$ cat config.mk
export PLATFORM = sky130hd
export DESIGN_NAME = store_align
export DESIGN_NICKNAME = d
export VERILOG_FILES = /design/src/verilog/lsu_pkg.sv /design/src/verilog/store_align.sv
export SDC_FILE = /design/constraint.sdc
export NUM_CORES = 1
export LEC_CHECK = 0
export ABC_AREA = 0
export BUFFER_PORTS_ARGS = -buffer_cell sky130_fd_sc_hd__buf_4
export CORE_MARGIN = 2
export CORE_UTILIZATION = 32
export DETAILED_ROUTE_END_ITERATION = 8
export PLACE_DENSITY = 0.86
export REMOVE_ABC_BUFFERS = 1
export SLEW_MARGIN = 20
export SYNTH_ARGS = -nofsm -noshare
export SYNTH_HDL_FRONTEND = slang
export SYNTH_SLANG_ARGS = --single-unit
export TNS_END_PERCENT = 20
$ cat constraint.sdc
create_clock -name vclk -period 1.7
set_clock_uncertainty 0.15 [all_clocks]
set_input_delay 0.34 -clock vclk [all_inputs]
set_output_delay 0.34 -clock vclk [all_outputs]
set_load 0.01 [all_outputs]
$ cat src/verilog/lsu_pkg.sv
`default_nettype none

package lsu_pkg;

    // ====================
    // Widths
    // ====================

    localparam int XLEN   = 32;  // Data width in bits
    localparam int BYTES  = XLEN / 8;  // Byte lanes per word
    localparam int ADDRW  = 10;  // Byte address width
    localparam int WORDS  = 256;  // RAM depth in words
    localparam int WADDRW = 8;  // Word address width

    // ====================
    // Memory opcodes
    // ====================

    // Bit 2 marks the unsigned load variants
    typedef enum logic [2:0] {
        MEM_B  = 3'd0,  // Signed byte
        MEM_H  = 3'd1,  // Signed halfword
        MEM_W  = 3'd2,  // Word
        MEM_BU = 3'd4,  // Unsigned byte, loads only
        MEM_HU = 3'd5  // Unsigned halfword, loads only
    } mem_op_e;

endpackage

`default_nettype wire

$ cat src/verilog/store_align.sv
`default_nettype none

module store_align (
    input  wire                         st_fire,
    input  wire  lsu_pkg::mem_op_e      st_op,
    input  wire  [lsu_pkg::ADDRW-1:0]   st_addr,
    input  wire  [lsu_pkg::XLEN-1:0]    st_data,
    output logic [lsu_pkg::BYTES-1:0]   wren,
    output logic [lsu_pkg::WADDRW-1:0]  waddr,
    output logic [lsu_pkg::XLEN-1:0]    wdata
);

    logic [1:0]                offset;
    logic [lsu_pkg::BYTES-1:0] lane_mask;

    assign offset = st_addr[1:0];
    assign waddr  = st_addr[lsu_pkg::ADDRW-1:2];  // Word index into the RAM

    // Copy the low bytes into every lane so the mask alone picks the target
    always_comb begin
        case (st_op)
            lsu_pkg::MEM_B: begin
                wdata     = {lsu_pkg::BYTES{st_data[7:0]}};
                lane_mask = {{(lsu_pkg::BYTES-1){1'b0}}, 1'b1} << offset;
            end
            lsu_pkg::MEM_H: begin
                wdata     = {(lsu_pkg::BYTES/2){st_data[15:0]}};
                lane_mask = {{(lsu_pkg::BYTES-2){1'b0}}, 2'b11} << offset;
            end
            lsu_pkg::MEM_W: begin
                wdata     = st_data;
                lane_mask = '1;
            end
            default: begin
                wdata     = st_data;
                lane_mask = '0;
            end
        endcase
    end

    assign wren = st_fire ? lane_mask : '0;  // Nothing is written unless the store fires

endmodule

`default_nettype wire

==> impl_metrics.json <==
{
  "drc": 0,
  "multi_input_area_sq_um": 515,
  "synth_area_leaders": "mux2_2, buf_4, o21ai_0",
  "seq_cell_count": 0,
  "postCtsSetupBuffers": 0,
  "slew_headroom_pct": 85.6,
  "drive_gt1_share_pct": 79.1,
  "grt_pass1_vias": 783,
  "fin_cells": 164,
  "hold_path.class": "in -> out",
  "io_pins": 90,
  "num-nets-final": 187,
  "io_buffers": 74,
  "grt_setup_unrepaired": "true",
  "crit_path_end_kind": "output port",
  "gp_congestion": 0.710,
  "antenna_found_initial": 0,
  "initialDrtViolationCount": 4,
  "dp_cells": 163,
  "ant_nets": 0,
  "cp_max_fo": 7,
  "detail_route.first_pass.iterations": 4,
  "die_x_microns": 47.9,
  "status": "complete, but fails checks",
  "synth_cells": 76,
  "setup_slack_ns": -0.0517,
  "peakVddDrop_v": 0.000173,
  "min_period_ns": 1.75,
  "vias_per_cell": 4.93,
  "diodes": 0,
  "die-area_sq_um": 2290,
  "fmax_mhz": 571,
  "finalSetupViolations": 23,
  "leakagePower_nw": 0.668,
  "grt_pass1_wl_mm": 3.52,
  "violations": "negative setup slack",
  "hold_viol": 0,
  "p_per_area_nw_per_um2": 290,
  "synth.distinct_cells": 20,
  "synth_warnings": 0,
  "area_growth_pct": 112,
  "yosysTopAreaCell": "mux2_2",
  "required_ns": 1.21,
  "arrival_ns": 1.26,
  "drv_slew": 0,
  "start_util_pct": 35.0,
  "cap_violations": 0,
  "fillers": 150,
  "worst_pin_slew_ns": 0.210,
  "preCtsSetupSlack_ns": -0.124,
  "ff_latch_area_sq_um": 0,
  "grt_max_degree": 10,
  "drt_wl_total_mm": 2.28,
  "nClkBuffers": 0,
  "fp-row-count": 15,
  "synth_common_cells": "buf_4, o21ai_0, mux2_2",
  "cp-start-kind": "input port",
  "grt.total_usage_pct": 21.0,
  "synth_top_area_share_pct": 25.6,
  "critPathKind": "in -> out",
  "core-area_sq_um": 1760,
  "hpwl_mm": 1.74,
  "grt-ovfl-total": 0,
  "dieHeight_microns": 47.9,
  "cts_hold_repair.buffers": 0,
  "ys_seq_area_share_pct": 0,
  "syn-mean-instance-area_sq_um": 8.12,
  "dr_total_vias": 808,
  "syn-cell-area_sq_um": 617,
  "avgRoutedWirePerCell_microns": 13.9,
  "finalCritPeriodShare_pct": 103
}
==> metal layers <==
metal | GRT usage, % | vias up | routed length [microns]
met5 | 0 | - | 0
met4 | 1.08 | 0 | 0
met3 | 6.79 | 0 | 218
met2 | 38.7 | 52 | 1210
met1 | 24.7 | 368 | 847
li1 | - | 388 | -
==> worst paths after layout <==
check             cells past startpoint        end  startpoint  slack (ns)
setup / recovery                      5  wdata[20]    st_op[2]       -0.05
hold / removal                        0   waddr[5]  st_addr[7]        0.53
==> through the flow <==
stage	total power [W]	TNS, ns	util (%)	hold WS, ns	area [sq um]
after floorplan	0.000104	0	-	0.530	454
after global placement	0.000311	-1.51	64.3	0.530	1130
after detailed placement	0.000317	-1.70	64.3	0.530	1130
after CTS	0.000378	-0.893	73.9	0.530	1300
after global routing	0.000407	-1.59	74.3	0.530	1310
final	0.000380	-0.819	74.3	0.530	1310
==> area by class of cell <==
cell class	instances	area share [%]
Timing Repair Buffer	84	58.0
Multi-Input combinational cell	54	39.4
Tap cell	25	2.39
Inverter	1	0.287
==> what timing repair did <==
action | 4_1_cts | 5_1_grt
gates cloned | 1 | 0
resized for setup | 44 | 2
endpoints found under the setup margin | 23 | 26
pin swaps | 3 | 2
==> where the power goes <==
group	leakage (nW)	switching [W]	internal [W]
combinational	0.668	0.000144	0.000236
sequential	0	0	0
clock	0	0	0
total	0.668	0.000144	0.000236
==> kinds of logic after synthesis <==
family                 share of synthesized area, %
AOI/OAI and AO/OA                              19.7
buffers and inverters                          27.0
and+or+nand+nor                                9.94
muxes                                          43.4
==> critical path: stages <==
cell and delay [ns]:
buf_8 0.10, or2_4 0.26, buf_12 0.14, mux2_4 0.29, buf_6 0.12
==> layout by cell type, fill, tap and decap left out, drive strengths merged <==
cell type	n
a211oi	2
a21oi	1
a311oi	1
and2	1
buf	83
bufbuf	1
inv	1
mux2	16
mux2i	8
nand2b	3
nand3b	1
nor3	1
o21ai	17
o21bai	1
or2	1
or3	1
(Power assumes the default switching activity.)
