## src/verilog/lsu_pkg.sv

```systemverilog
`default_nettype none

package lsu_pkg;

    // ====================
    // Widths
    // ====================

    localparam int XLEN   = 32;  // Data width in bits
    localparam int BYTES  = XLEN / 8;  // Byte lanes per word
    localparam int ADDRW  = 10;  // Byte address width
    localparam int WORDS  = 256;  // RAM depth in words
    localparam int WADDRW = 8;  // Word address width

    // ====================
    // Memory opcodes
    // ====================

    // Bit 2 marks the unsigned load variants
    typedef enum logic [2:0] {
        MEM_B  = 3'd0,  // Signed byte
        MEM_H  = 3'd1,  // Signed halfword
        MEM_W  = 3'd2,  // Word
        MEM_BU = 3'd4,  // Unsigned byte, loads only
        MEM_HU = 3'd5  // Unsigned halfword, loads only
    } mem_op_e;

endpackage

`default_nettype wire

```

## src/verilog/load_extract.sv

```systemverilog
`default_nettype none

module load_extract (
    input  wire                        clk,
    input  wire                        reset,
    input  wire                        s1_valid,
    input  wire  lsu_pkg::mem_op_e     s1_op,
    input  wire  [1:0]                 s1_offset,
    input  wire                        s1_fault,
    input  wire  [lsu_pkg::XLEN-1:0]   rdata,
    output logic [lsu_pkg::XLEN-1:0]   ld_rsp_data
);

    logic [lsu_pkg::XLEN-1:0] shifted;
    logic [lsu_pkg::XLEN-1:0] extended;

    // Move the addressed byte or halfword down to lane 0
    assign shifted = rdata >> {s1_offset, 3'b000};

    always_comb begin
        case (s1_op)
            lsu_pkg::MEM_B: begin
                extended = {{(lsu_pkg::XLEN-8){shifted[7]}}, shifted[7:0]};
            end
            lsu_pkg::MEM_BU: begin
                extended = {{(lsu_pkg::XLEN-8){1'b0}}, shifted[7:0]};
            end
            lsu_pkg::MEM_H: begin
                extended = {{(lsu_pkg::XLEN-16){shifted[15]}}, shifted[15:0]};
            end
            lsu_pkg::MEM_HU: begin
                extended = {{(lsu_pkg::XLEN-16){1'b0}}, shifted[15:0]};
            end
            lsu_pkg::MEM_W: begin
                extended = shifted;
            end
            default: begin
                extended = '0;
            end
        endcase
    end

    // ====================
    // Response register
    // ====================

    always_ff @(posedge clk) begin
        if (reset) begin
            ld_rsp_data <= '0;
        end else if (s1_valid && !s1_fault) begin
            ld_rsp_data <= extended;
        end else begin
            ld_rsp_data <= '0;  // Faults and idle cycles return zero
        end
    end

endmodule

`default_nettype wire

```

## config.mk

```make
export PLATFORM = sky130hd
export DESIGN_NAME = load_extract
export DESIGN_NICKNAME = d
export VERILOG_FILES = /design/src/verilog/lsu_pkg.sv /design/src/verilog/load_extract.sv
export SDC_FILE = /design/constraint.sdc
export NUM_CORES = 1
export LEC_CHECK = 0
export BUFFER_PORTS_ARGS = -buffer_cell sky130_fd_sc_hd__buf_4
export CAP_MARGIN = 5
export CORE_AREA = 5 5 66 68
export DETAILED_ROUTE_END_ITERATION = 8
export DIE_AREA = 0 0 71 73
export PLACE_DENSITY_LB_ADDON = 0.25
export SLEW_MARGIN = 5
export SYNTH_ARGS = -nofsm -noshare
export SYNTH_HDL_FRONTEND = slang
export SYNTH_SLANG_ARGS = --single-unit
```

## constraint.sdc

```tcl
create_clock -name clk -period 1.6 [get_ports clk]
set_input_delay 0.4 -clock clk [delete_from_list [all_inputs] [get_ports clk]]
set_output_delay 0.4 -clock clk [all_outputs]
set_load 0.01 [all_outputs]
```

==> impl_results.md <==
* H-Tree Depth at 2
* Number of antenna violations at the first check in global routing at 0
* Power Density at 798.3 nW/um2
* Delay of the slowest critical-path stage at 0.40 ns
* Biggest register: ld_rsp_data
* Root Driver: clkbuf_8
* Clock share of power at 36.3%
* Max Clock Freq at 0.6724 GHz
* Vias at 1395
* Combinational share of power at 16.5%
* Crit path max-delay family: simple AND/OR/NAND/NOR gates
* WP data required at 1.79 ns
* Syn Inst Count at 156
* Num Clock Sinks at 32
* Share of cells above drive strength 1 at just over 40%
* # diodes at 0
* Drt pass-1 iters at 4
* Yosys top cell by area: dfxtp_1
* FP Rows at 23
* Largest family of logic cells by synthesized area: simple AND/OR/NAND/NOR gates
* Share of the synthesized area in the top cell type at between 40% and 50%
* Worst path cell trace: buf_4 -> or3b_4 -> a21o_4 -> or2_1 -> o21ai_0
* Adder-Cell Fraction of Synth Area at 0%
* Cts bufs inserted at 5
* Final setup vio count at 0
* Tot GR Track Use at 16.36%
* Filler cells at 382
* Net Sw Frac at 24.26%
* Sequential area share after synthesis at 44.76%
* Starting Density at 37.68%
* RD Place Congestion at 0.7932
* Max Cap Viol at 0
* Hpwl dp at roughly 3200 um
* Seq cells post-synth at 32
* Core ar. at 3799 um2
* I/O pins at 73
* Vias in the first global route at about 1400
* Post-CTS Setup Repair Bufs at 0
* Worst vdd ir at between 0.3 and 0.4 mV
* Vias per cell at 4.844
* Synth top area cells: dfxtp_1, mux2i_1, a211oi_1, nand2_1, o21ai_0
* DR iter-0 viols at 53
* Hold-fix buffers at CTS at 0
* Outcome: finished clean
* First-pass GRT wire length at 6472 um
* Switching power at 0.4199 mW
* XOR/XNOR Fraction of Synth Area at 0%
* Grt total ovfl at 0
* Slew Limit Fails at 0
* Drt drc at 0
* Internal at 1.311 mW
* Setup TNS at 0 ns
* Port buffer count at 72
* Synth Area in Compound Gates at roughly 18%
* Worst-Margin Slew at 0.3255 ns
* Distinct cells, synth at 27
* Worst Path Max Fanout at 8
* Post-Route WL at 4049 um
* Flop pwr share at 47.1%
* Post-route ant nets at 0
* Final WS setup at 0.1127 ns
* Critical path class: in2reg
* Die width at 71 um
* Hold Fails Final Rpt at 0
* Synthesis-to-layout area growth at 51.49%
* Critical Path AT at roughly 1.7 ns
* Fin crit period at between 1 and 1.5 ns
* Buf/Inv on CP at 1
* Die Y at 73 um
* Largest register FFs at 32
* Rel. slew slack at 78.30%
* Clock transition at path regs at 0.06 ns
* Mapped Area at roughly 1400 um2
* WL per Instance at 14.06 um
* Critical-path top delay cell: or3b_4
* Die ar. at 5183 um2
* Clock Tree Buf Depth at 2
* RSZ-0062 raised after global routing: false
* Fin crit share at 92.96%
* PostCTS Resize Cnt at 0
* Largest net degree at the start of global routing at 24
* Top flop regs: ld_rsp_data: 32 flops
* DP Area at 2076 um2
* Simple-Gate Fraction of Synth Area at approximately 18%
* Final instance area at 2168 um2
* Pre-CTS setup slack at -0.1678 ns
* Post-synthesis mux area share at between 15 and 20%
* Leakage at 1.054 nW
* Syn Nets at 197
* Mapped Avg Cell Area at 9.175 um2
* Endpoint class of the critical path: flop
* Yosys warnings at 0
* CTS tree: built
* Nets at about 280
* Worst hold path class: in2reg
* Critical path startpoint category: input pin
per-layer routing:
metal  global-route usage (%)  up-vias  routed length (um)
li1                         -      712                   -
met1                    17.72      636                1593
met2                    28.94       42                2070
met3                    6.198        5                 316
met4                    6.263        0                  69
met5                        0        -                   0
power groups by stage:
| stage | clock [mW] | sequential (mW) | combinational, mW |
|---|---|---|---|
| after floorplan | 0 | 0.841 | 0.124 |
| after global placement | 0 | 0.833 | 0.284 |
| after detailed placement | 0 | 0.833 | 0.287 |
| after CTS | 0.643 | 0.816 | 0.288 |
| after global routing | 0.681 | 0.816 | 0.313 |
| final | 0.629 | 0.815 | 0.286 |
synthesized netlist by cell type:
master	count
nor3_1	1
nand2_1	19
o211ai_1	1
buf_2	6
and2_1	6
inv_1	1
o2111ai_1	1
or3_1	1
nand2b_1	2
dfxtp_1	32
a21o_4	1
o21ai_1	3
nor2b_1	8
nand3_1	2
nor4_2	1
or2_1	2
o21ai_0	11
buf_1	1
buf_6	1
nor2_1	7
a21oi_1	8
o22ai_1	1
or3b_4	1
mux2_2	2
mux2i_1	20
clkbuf_1	3
a211oi_1	14
metrics by stage:
step	hold slack (ns)	total power [mW]	cells	utilization [%]
final	0.3330	1.731	288	57.08
after CTS	0.3266	1.746	288	57.08
after detailed placement	0.6214	1.120	280	54.64
after floorplan	0.5069	0.9643	156	-
after global placement	0.6217	1.118	280	54.64
after global routing	0.3325	1.811	288	57.08
placed cells by master, fill, tap and decap left out, types with 2 or more instances in the layout:
| master | Yosys | routed |
|---|---|---|
| clkbuf_8 | 0 | 6 |
| buf_4 | 0 | 85 |
| nor2_1 | 7 | 7 |
| nand3_1 | 2 | 2 |
| nor2b_1 | 8 | 8 |
| and2_1 | 6 | 6 |
| nand2b_1 | 2 | 2 |
| clkinv_2 | 0 | 2 |
| o21ai_0 | 11 | 11 |
| mux2i_1 | 20 | 20 |
| or2_1 | 2 | 2 |
| dfxtp_1 | 32 | 32 |
| a211oi_1 | 14 | 14 |
| a21oi_1 | 8 | 8 |
| o21ai_1 | 3 | 3 |
| nand2_1 | 19 | 19 |
| mux2_2 | 2 | 2 |
path summary, 6_finish.rpt:
check                      from         endpoint  slack (ns)  cells past startpoint
worst max-delay path   s1_fault  ld_rsp_data[21]        0.11                      5
worst min-delay path  rdata[27]  ld_rsp_data[27]        0.33                      3
cells by family after synthesis:
| logic type | Yosys count |
|---|---|
| mux | 22 |
| buf+inv | 12 |
| compound gates | 40 |
| flops | 32 |
| simple gates | 50 |
area by class of cell:
type                            count  area, um2  area share (%)
Multi-Input combinational cell    112      730.7           33.70
Sequential cell                    32      640.6           29.54
Timing Repair Buffer               85      638.1           29.43
Clock buffer                        6      82.58           3.808
Tap cell                           50      62.56           2.885
Clock inverter                      2      10.01          0.4616
Inverter                            1      3.754          0.1731
(Power assumes the default switching activity.)
