## config.mk

```make
export PLATFORM = sky130hd
export DESIGN_NAME = lsu_ctrl
export DESIGN_NICKNAME = d
export VERILOG_FILES = /design/src/verilog/lsu_pkg.sv /design/src/verilog/lsu_ctrl.sv
export SDC_FILE = /design/constraint.sdc
export NUM_CORES = 1
export LEC_CHECK = 0
export BUFFER_PORTS_ARGS = -buffer_cell sky130_fd_sc_hd__clkbuf_2
export CELL_PAD_IN_SITES_DETAIL_PLACEMENT = 0
export CELL_PAD_IN_SITES_GLOBAL_PLACEMENT = 1
export CORE_MARGIN = 2
export CORE_UTILIZATION = 19
export CTS_CLUSTER_SIZE = 12
export DETAILED_ROUTE_END_ITERATION = 16
export GPL_ROUTABILITY_DRIVEN = 0
export PLACE_DENSITY = 0.84
export SLEW_MARGIN = 20
export SYNTH_ARGS = -nofsm -noshare
export SYNTH_HDL_FRONTEND = slang
export SYNTH_SLANG_ARGS = --single-unit
```

## constraint.sdc

```tcl
create_clock -name clk -period 1.7 [get_ports clk]
set_input_delay 0.255 -clock clk [delete_from_list [all_inputs] [get_ports clk]]
set_output_delay 0.255 -clock clk [all_outputs]
set_load 0.005 [all_outputs]
```

## src/verilog/lsu_pkg.sv

```systemverilog
`default_nettype none

package lsu_pkg;

    // ====================
    // Widths
    // ====================

    localparam int XLEN   = 32;  // Data width in bits
    localparam int BYTES  = XLEN / 8;  // Byte lanes per word
    localparam int ADDRW  = 10;  // Byte address width
    localparam int WORDS  = 256;  // RAM depth in words
    localparam int WADDRW = 8;  // Word address width

    // ====================
    // Memory opcodes
    // ====================

    // Bit 2 marks the unsigned load variants
    typedef enum logic [2:0] {
        MEM_B  = 3'd0,  // Signed byte
        MEM_H  = 3'd1,  // Signed halfword
        MEM_W  = 3'd2,  // Word
        MEM_BU = 3'd4,  // Unsigned byte, loads only
        MEM_HU = 3'd5  // Unsigned halfword, loads only
    } mem_op_e;

endpackage

`default_nettype wire

```

## src/verilog/lsu_ctrl.sv

```systemverilog
`default_nettype none

module lsu_ctrl (
    input  wire                        clk,
    input  wire                        reset,
    input  wire                        st_valid,
    input  wire  lsu_pkg::mem_op_e     st_op,
    input  wire  [lsu_pkg::ADDRW-1:0]  st_addr,
    input  wire                        ld_valid,
    input  wire  lsu_pkg::mem_op_e     ld_op,
    input  wire  [lsu_pkg::ADDRW-1:0]  ld_addr,
    output logic                       st_fire,
    output logic                       st_done,
    output logic                       st_err,
    output logic                       s1_valid,
    output lsu_pkg::mem_op_e           s1_op,
    output logic [1:0]                 s1_offset,
    output logic                       s1_fault,
    output logic                       ld_rsp_valid,
    output logic                       ld_rsp_err
);

    logic st_fault;
    logic ld_fault;

    // Natural alignment for halfword and word accesses
    function automatic logic misaligned(lsu_pkg::mem_op_e op, logic [1:0] offset);
        logic bad;
        case (op)
            lsu_pkg::MEM_H, lsu_pkg::MEM_HU: bad = offset[0];
            lsu_pkg::MEM_W: bad = |offset;
            default: bad = 1'b0;
        endcase
        return bad;
    endfunction

    // ====================
    // Legality checks
    // ====================

    // Only signed widths are meaningful on the store port
    assign st_fault = !(st_op inside {lsu_pkg::MEM_B, lsu_pkg::MEM_H, lsu_pkg::MEM_W})
                      || misaligned(st_op, st_addr[1:0]);

    assign ld_fault = !(ld_op inside {lsu_pkg::MEM_B, lsu_pkg::MEM_H, lsu_pkg::MEM_W,
                                      lsu_pkg::MEM_BU, lsu_pkg::MEM_HU})
                      || misaligned(ld_op, ld_addr[1:0]);

    assign st_fire = st_valid && !st_fault;  // Write enable for the RAM this cycle

    // ====================
    // Store response
    // ====================

    always_ff @(posedge clk) begin
        if (reset) begin
            st_done <= 1'b0;
            st_err  <= 1'b0;
        end else begin
            st_done <= st_valid;
            st_err  <= st_valid && st_fault;
        end
    end

    // ====================
    // Load pipeline
    // ====================

    // Stage 1 runs alongside the RAM read
    always_ff @(posedge clk) begin
        if (reset) begin
            s1_valid <= 1'b0;
            s1_fault <= 1'b0;
        end else begin
            s1_valid <= ld_valid;
            s1_fault <= ld_valid && ld_fault;
        end
    end

    always_ff @(posedge clk) begin
        s1_op     <= ld_op;
        s1_offset <= ld_addr[1:0];  // Byte offset for the extractor
    end

    // Stage 2 lines up with the registered load data
    always_ff @(posedge clk) begin
        if (reset) begin
            ld_rsp_valid <= 1'b0;
            ld_rsp_err   <= 1'b0;
        end else begin
            ld_rsp_valid <= s1_valid;
            ld_rsp_err   <= s1_valid && s1_fault;
        end
    end

endmodule

`default_nettype wire

```

==> flow_metrics.env <==
export IMPL_root_buffer="clkbuf_4"
export IMPL_holdPathStages=1
export IMPL_powerDensity_nw_per_um2=1020
export IMPL_yosysSeqAreaShare=0.704
export IMPL_finalHoldViolations=0
export IMPL_dr_pass1_iters=4
export IMPL_end_kind="output port"
export IMPL_cts_path_max_buffers=2
export IMPL_cts_buffers=3
export IMPL_fp_dieH_um=44.6
export IMPL_cpPeakStageDelay_ps=180
export IMPL_ys_ff_latch=11
export IMPL_antenna_found_initial=0
export IMPL_hold_buffers=0
export IMPL_fmax_mhz=947
export IMPL_cap_violations=0
export IMPL_cts_tree="done"
export IMPL_vias=273
export IMPL_tightest_slew_ps=171
export IMPL_critPathSlowestCell="nor3_1"
export IMPL_avgRoutedWirePerCell_um=9.16
export IMPL_rr_worst_depth=2
export IMPL_drt_initial_drc_count=5
export IMPL_numPortBuffers=25
export IMPL_crit_family="buffers and inverters"
export IMPL_antenna_cells=0
export IMPL_status="completed"
export IMPL_cp_depth=4
export IMPL_coreArea_sq_um=1520
export IMPL_ios=42
export IMPL_synthToLayoutAreaGrowth_pct=55.2
export IMPL_grt_ovfl_total=0
export IMPL_rsz0062_at_grt="false"
export IMPL_drt_total_wl_um=632
export IMPL_die_area_sq_um=1990
export IMPL_cts_resized=0
export IMPL_slew_headroom=0.885
export IMPL_path_max_fanout=4
export IMPL_cp_arrival_ps=800
export IMPL_post_cts_buffers=0
export IMPL_critPathKind="primary input to output port"
export IMPL_grt_busiest_layer="met2"
export IMPL_ys_warn_count=0
export IMPL_fp_row_count=14
export IMPL_grt_pass1_vias=268
export IMPL_dp_final_hpwl_um=536
export IMPL_grt_met1_usage=0.0769
export IMPL_utilization=0.319
export IMPL_clk_latency_ps=260
export IMPL_die_width_um=44.6
export IMPL_synth_cells=24
export IMPL_crit_path_frequent_cell="clkbuf_2"
export IMPL_htree_num_levels=1
export IMPL_finClkSkew_ps=0.279
export IMPL_layout_drive_gt1_share=0.547
export IMPL_crit_chain="clkbuf_2, nor3_1, o211a_1, clkbuf_2"
export IMPL_grt_use_met2=0.110
export IMPL_path_clk_slew_ps=70
export IMPL_avgViaCountPerCell=3.96
export IMPL_hold_path_class="primary input to register"
export IMPL_remaining_drc_errors=0
export IMPL_num_nets_final=84
export IMPL_setup_tns_final_ps=0
export IMPL_synthDistinctLibCells=12
export IMPL_clock_sinks=11
export IMPL_avgSynthCellArea_sq_um=13.0
export IMPL_critPathLaunchType="primary input"
export IMPL_drv_slew=0
export IMPL_grt_pass1_wl_mm=1.04
export IMPL_synth_nets=54
export IMPL_detail_route_antenna_nets=0
export IMPL_initial_utilization=0.205
export IMPL_period_share=0.621
export IMPL_gr_usage_met3=0.0408
export IMPL_path_buf_inv=2
export IMPL_grt_total_usage=0.0788
export IMPL_peakVddDrop_v=0.000306
export IMPL_whs_ps=107
export IMPL_fin_crit_ps=1060
export IMPL_leakage_uw=0.000258
export IMPL_syn_area_sq_um=313
export IMPL_required_ps=1440
export IMPL_grt_max_degree=8
export IMPL_finalSetupViolations=0
final timing paths:
check	start	end	slack, ps
max	st_addr[0]	st_fire	640
min	ld_addr[1]	s1_offset[1]$_DFF_P_	110
max reg2reg	s1_valid$_SDFF_PP0_	ld_rsp_err$_SDFF_PP0_	1010
min reg2reg	s1_fault$_SDFF_PP0_	ld_rsp_err$_SDFF_PP0_	450
metrics by stage:
| stage | instance area (sq um) | setup slack (ps) | power (uW) | std cells |
|---|---|---|---|---|
| finish | 485 | 644 | 494 | 69 |
| detailed placement | 458 | 630 | 327 | 65 |
| global placement | 458 | 657 | 327 | 65 |
| global route | 485 | 586 | 519 | 69 |
| CTS | 485 | 628 | 500 | 69 |
| floorplan | 313 | 851 | 293 | 24 |
where the power goes:
part	switching (uW)	internal, uW
clock	86.7	86.9
combinational	20.1	27.0
sequential	3.14	270
total	110	384
kinds of logic (layout without fill, tap and decap cells):
family	after synthesis	after routing	share of synthesized area
buffers and inverters	1	30	0.0120
flip-flops	11	11	0.704
AO/OA/AOI/OAI	6	6	0.168
AND/OR/NAND/NOR	6	6	0.116
layout make-up:
class	count	area, sq um
Clock buffer	3	22.5
Clock inverter	1	5.00
Fill cell	159	1040
Inverter	1	3.75
Multi-Input combinational cell	12	88.8
Sequential cell	11	220
Tap cell	16	20.0
Timing Repair Buffer	25	125
layout by cell type (no fill, tap or decap), types with 3 or more instances in the layout:
cell and count:
nor2b_1 3, clkbuf_2 25, dfxtp_1 11, clkbuf_4 3
per-layer routing:
metal	part of all wire	vias up
met1	0.41	113
met4	0.036	0
met3	0.074	2
li1	-	148
met2	0.48	10
met5	0	-
state kept, by name, summed over array words and instances (netlist names):
register / flops
s1_op: 3
s1_offset: 2
ld_rsp_err: 1
ld_rsp_valid: 1
s1_fault: 1
s1_valid: 1
st_done: 1
st_err: 1
synth_stat cells:
library cell   n  share of area
dfxtp_1       11           0.70
nor2b_1        3          0.060
a21oi_1        1          0.016
and2_1         1          0.020
inv_1          1          0.012
nor3_1         1          0.016
o211a_1        1          0.032
o21a_1         1          0.024
o221a_1        1          0.036
o311a_1        1          0.032
o31a_1         1          0.028
or3_1          1          0.020
No activity file was read; power rests on OpenSTA's default activity.
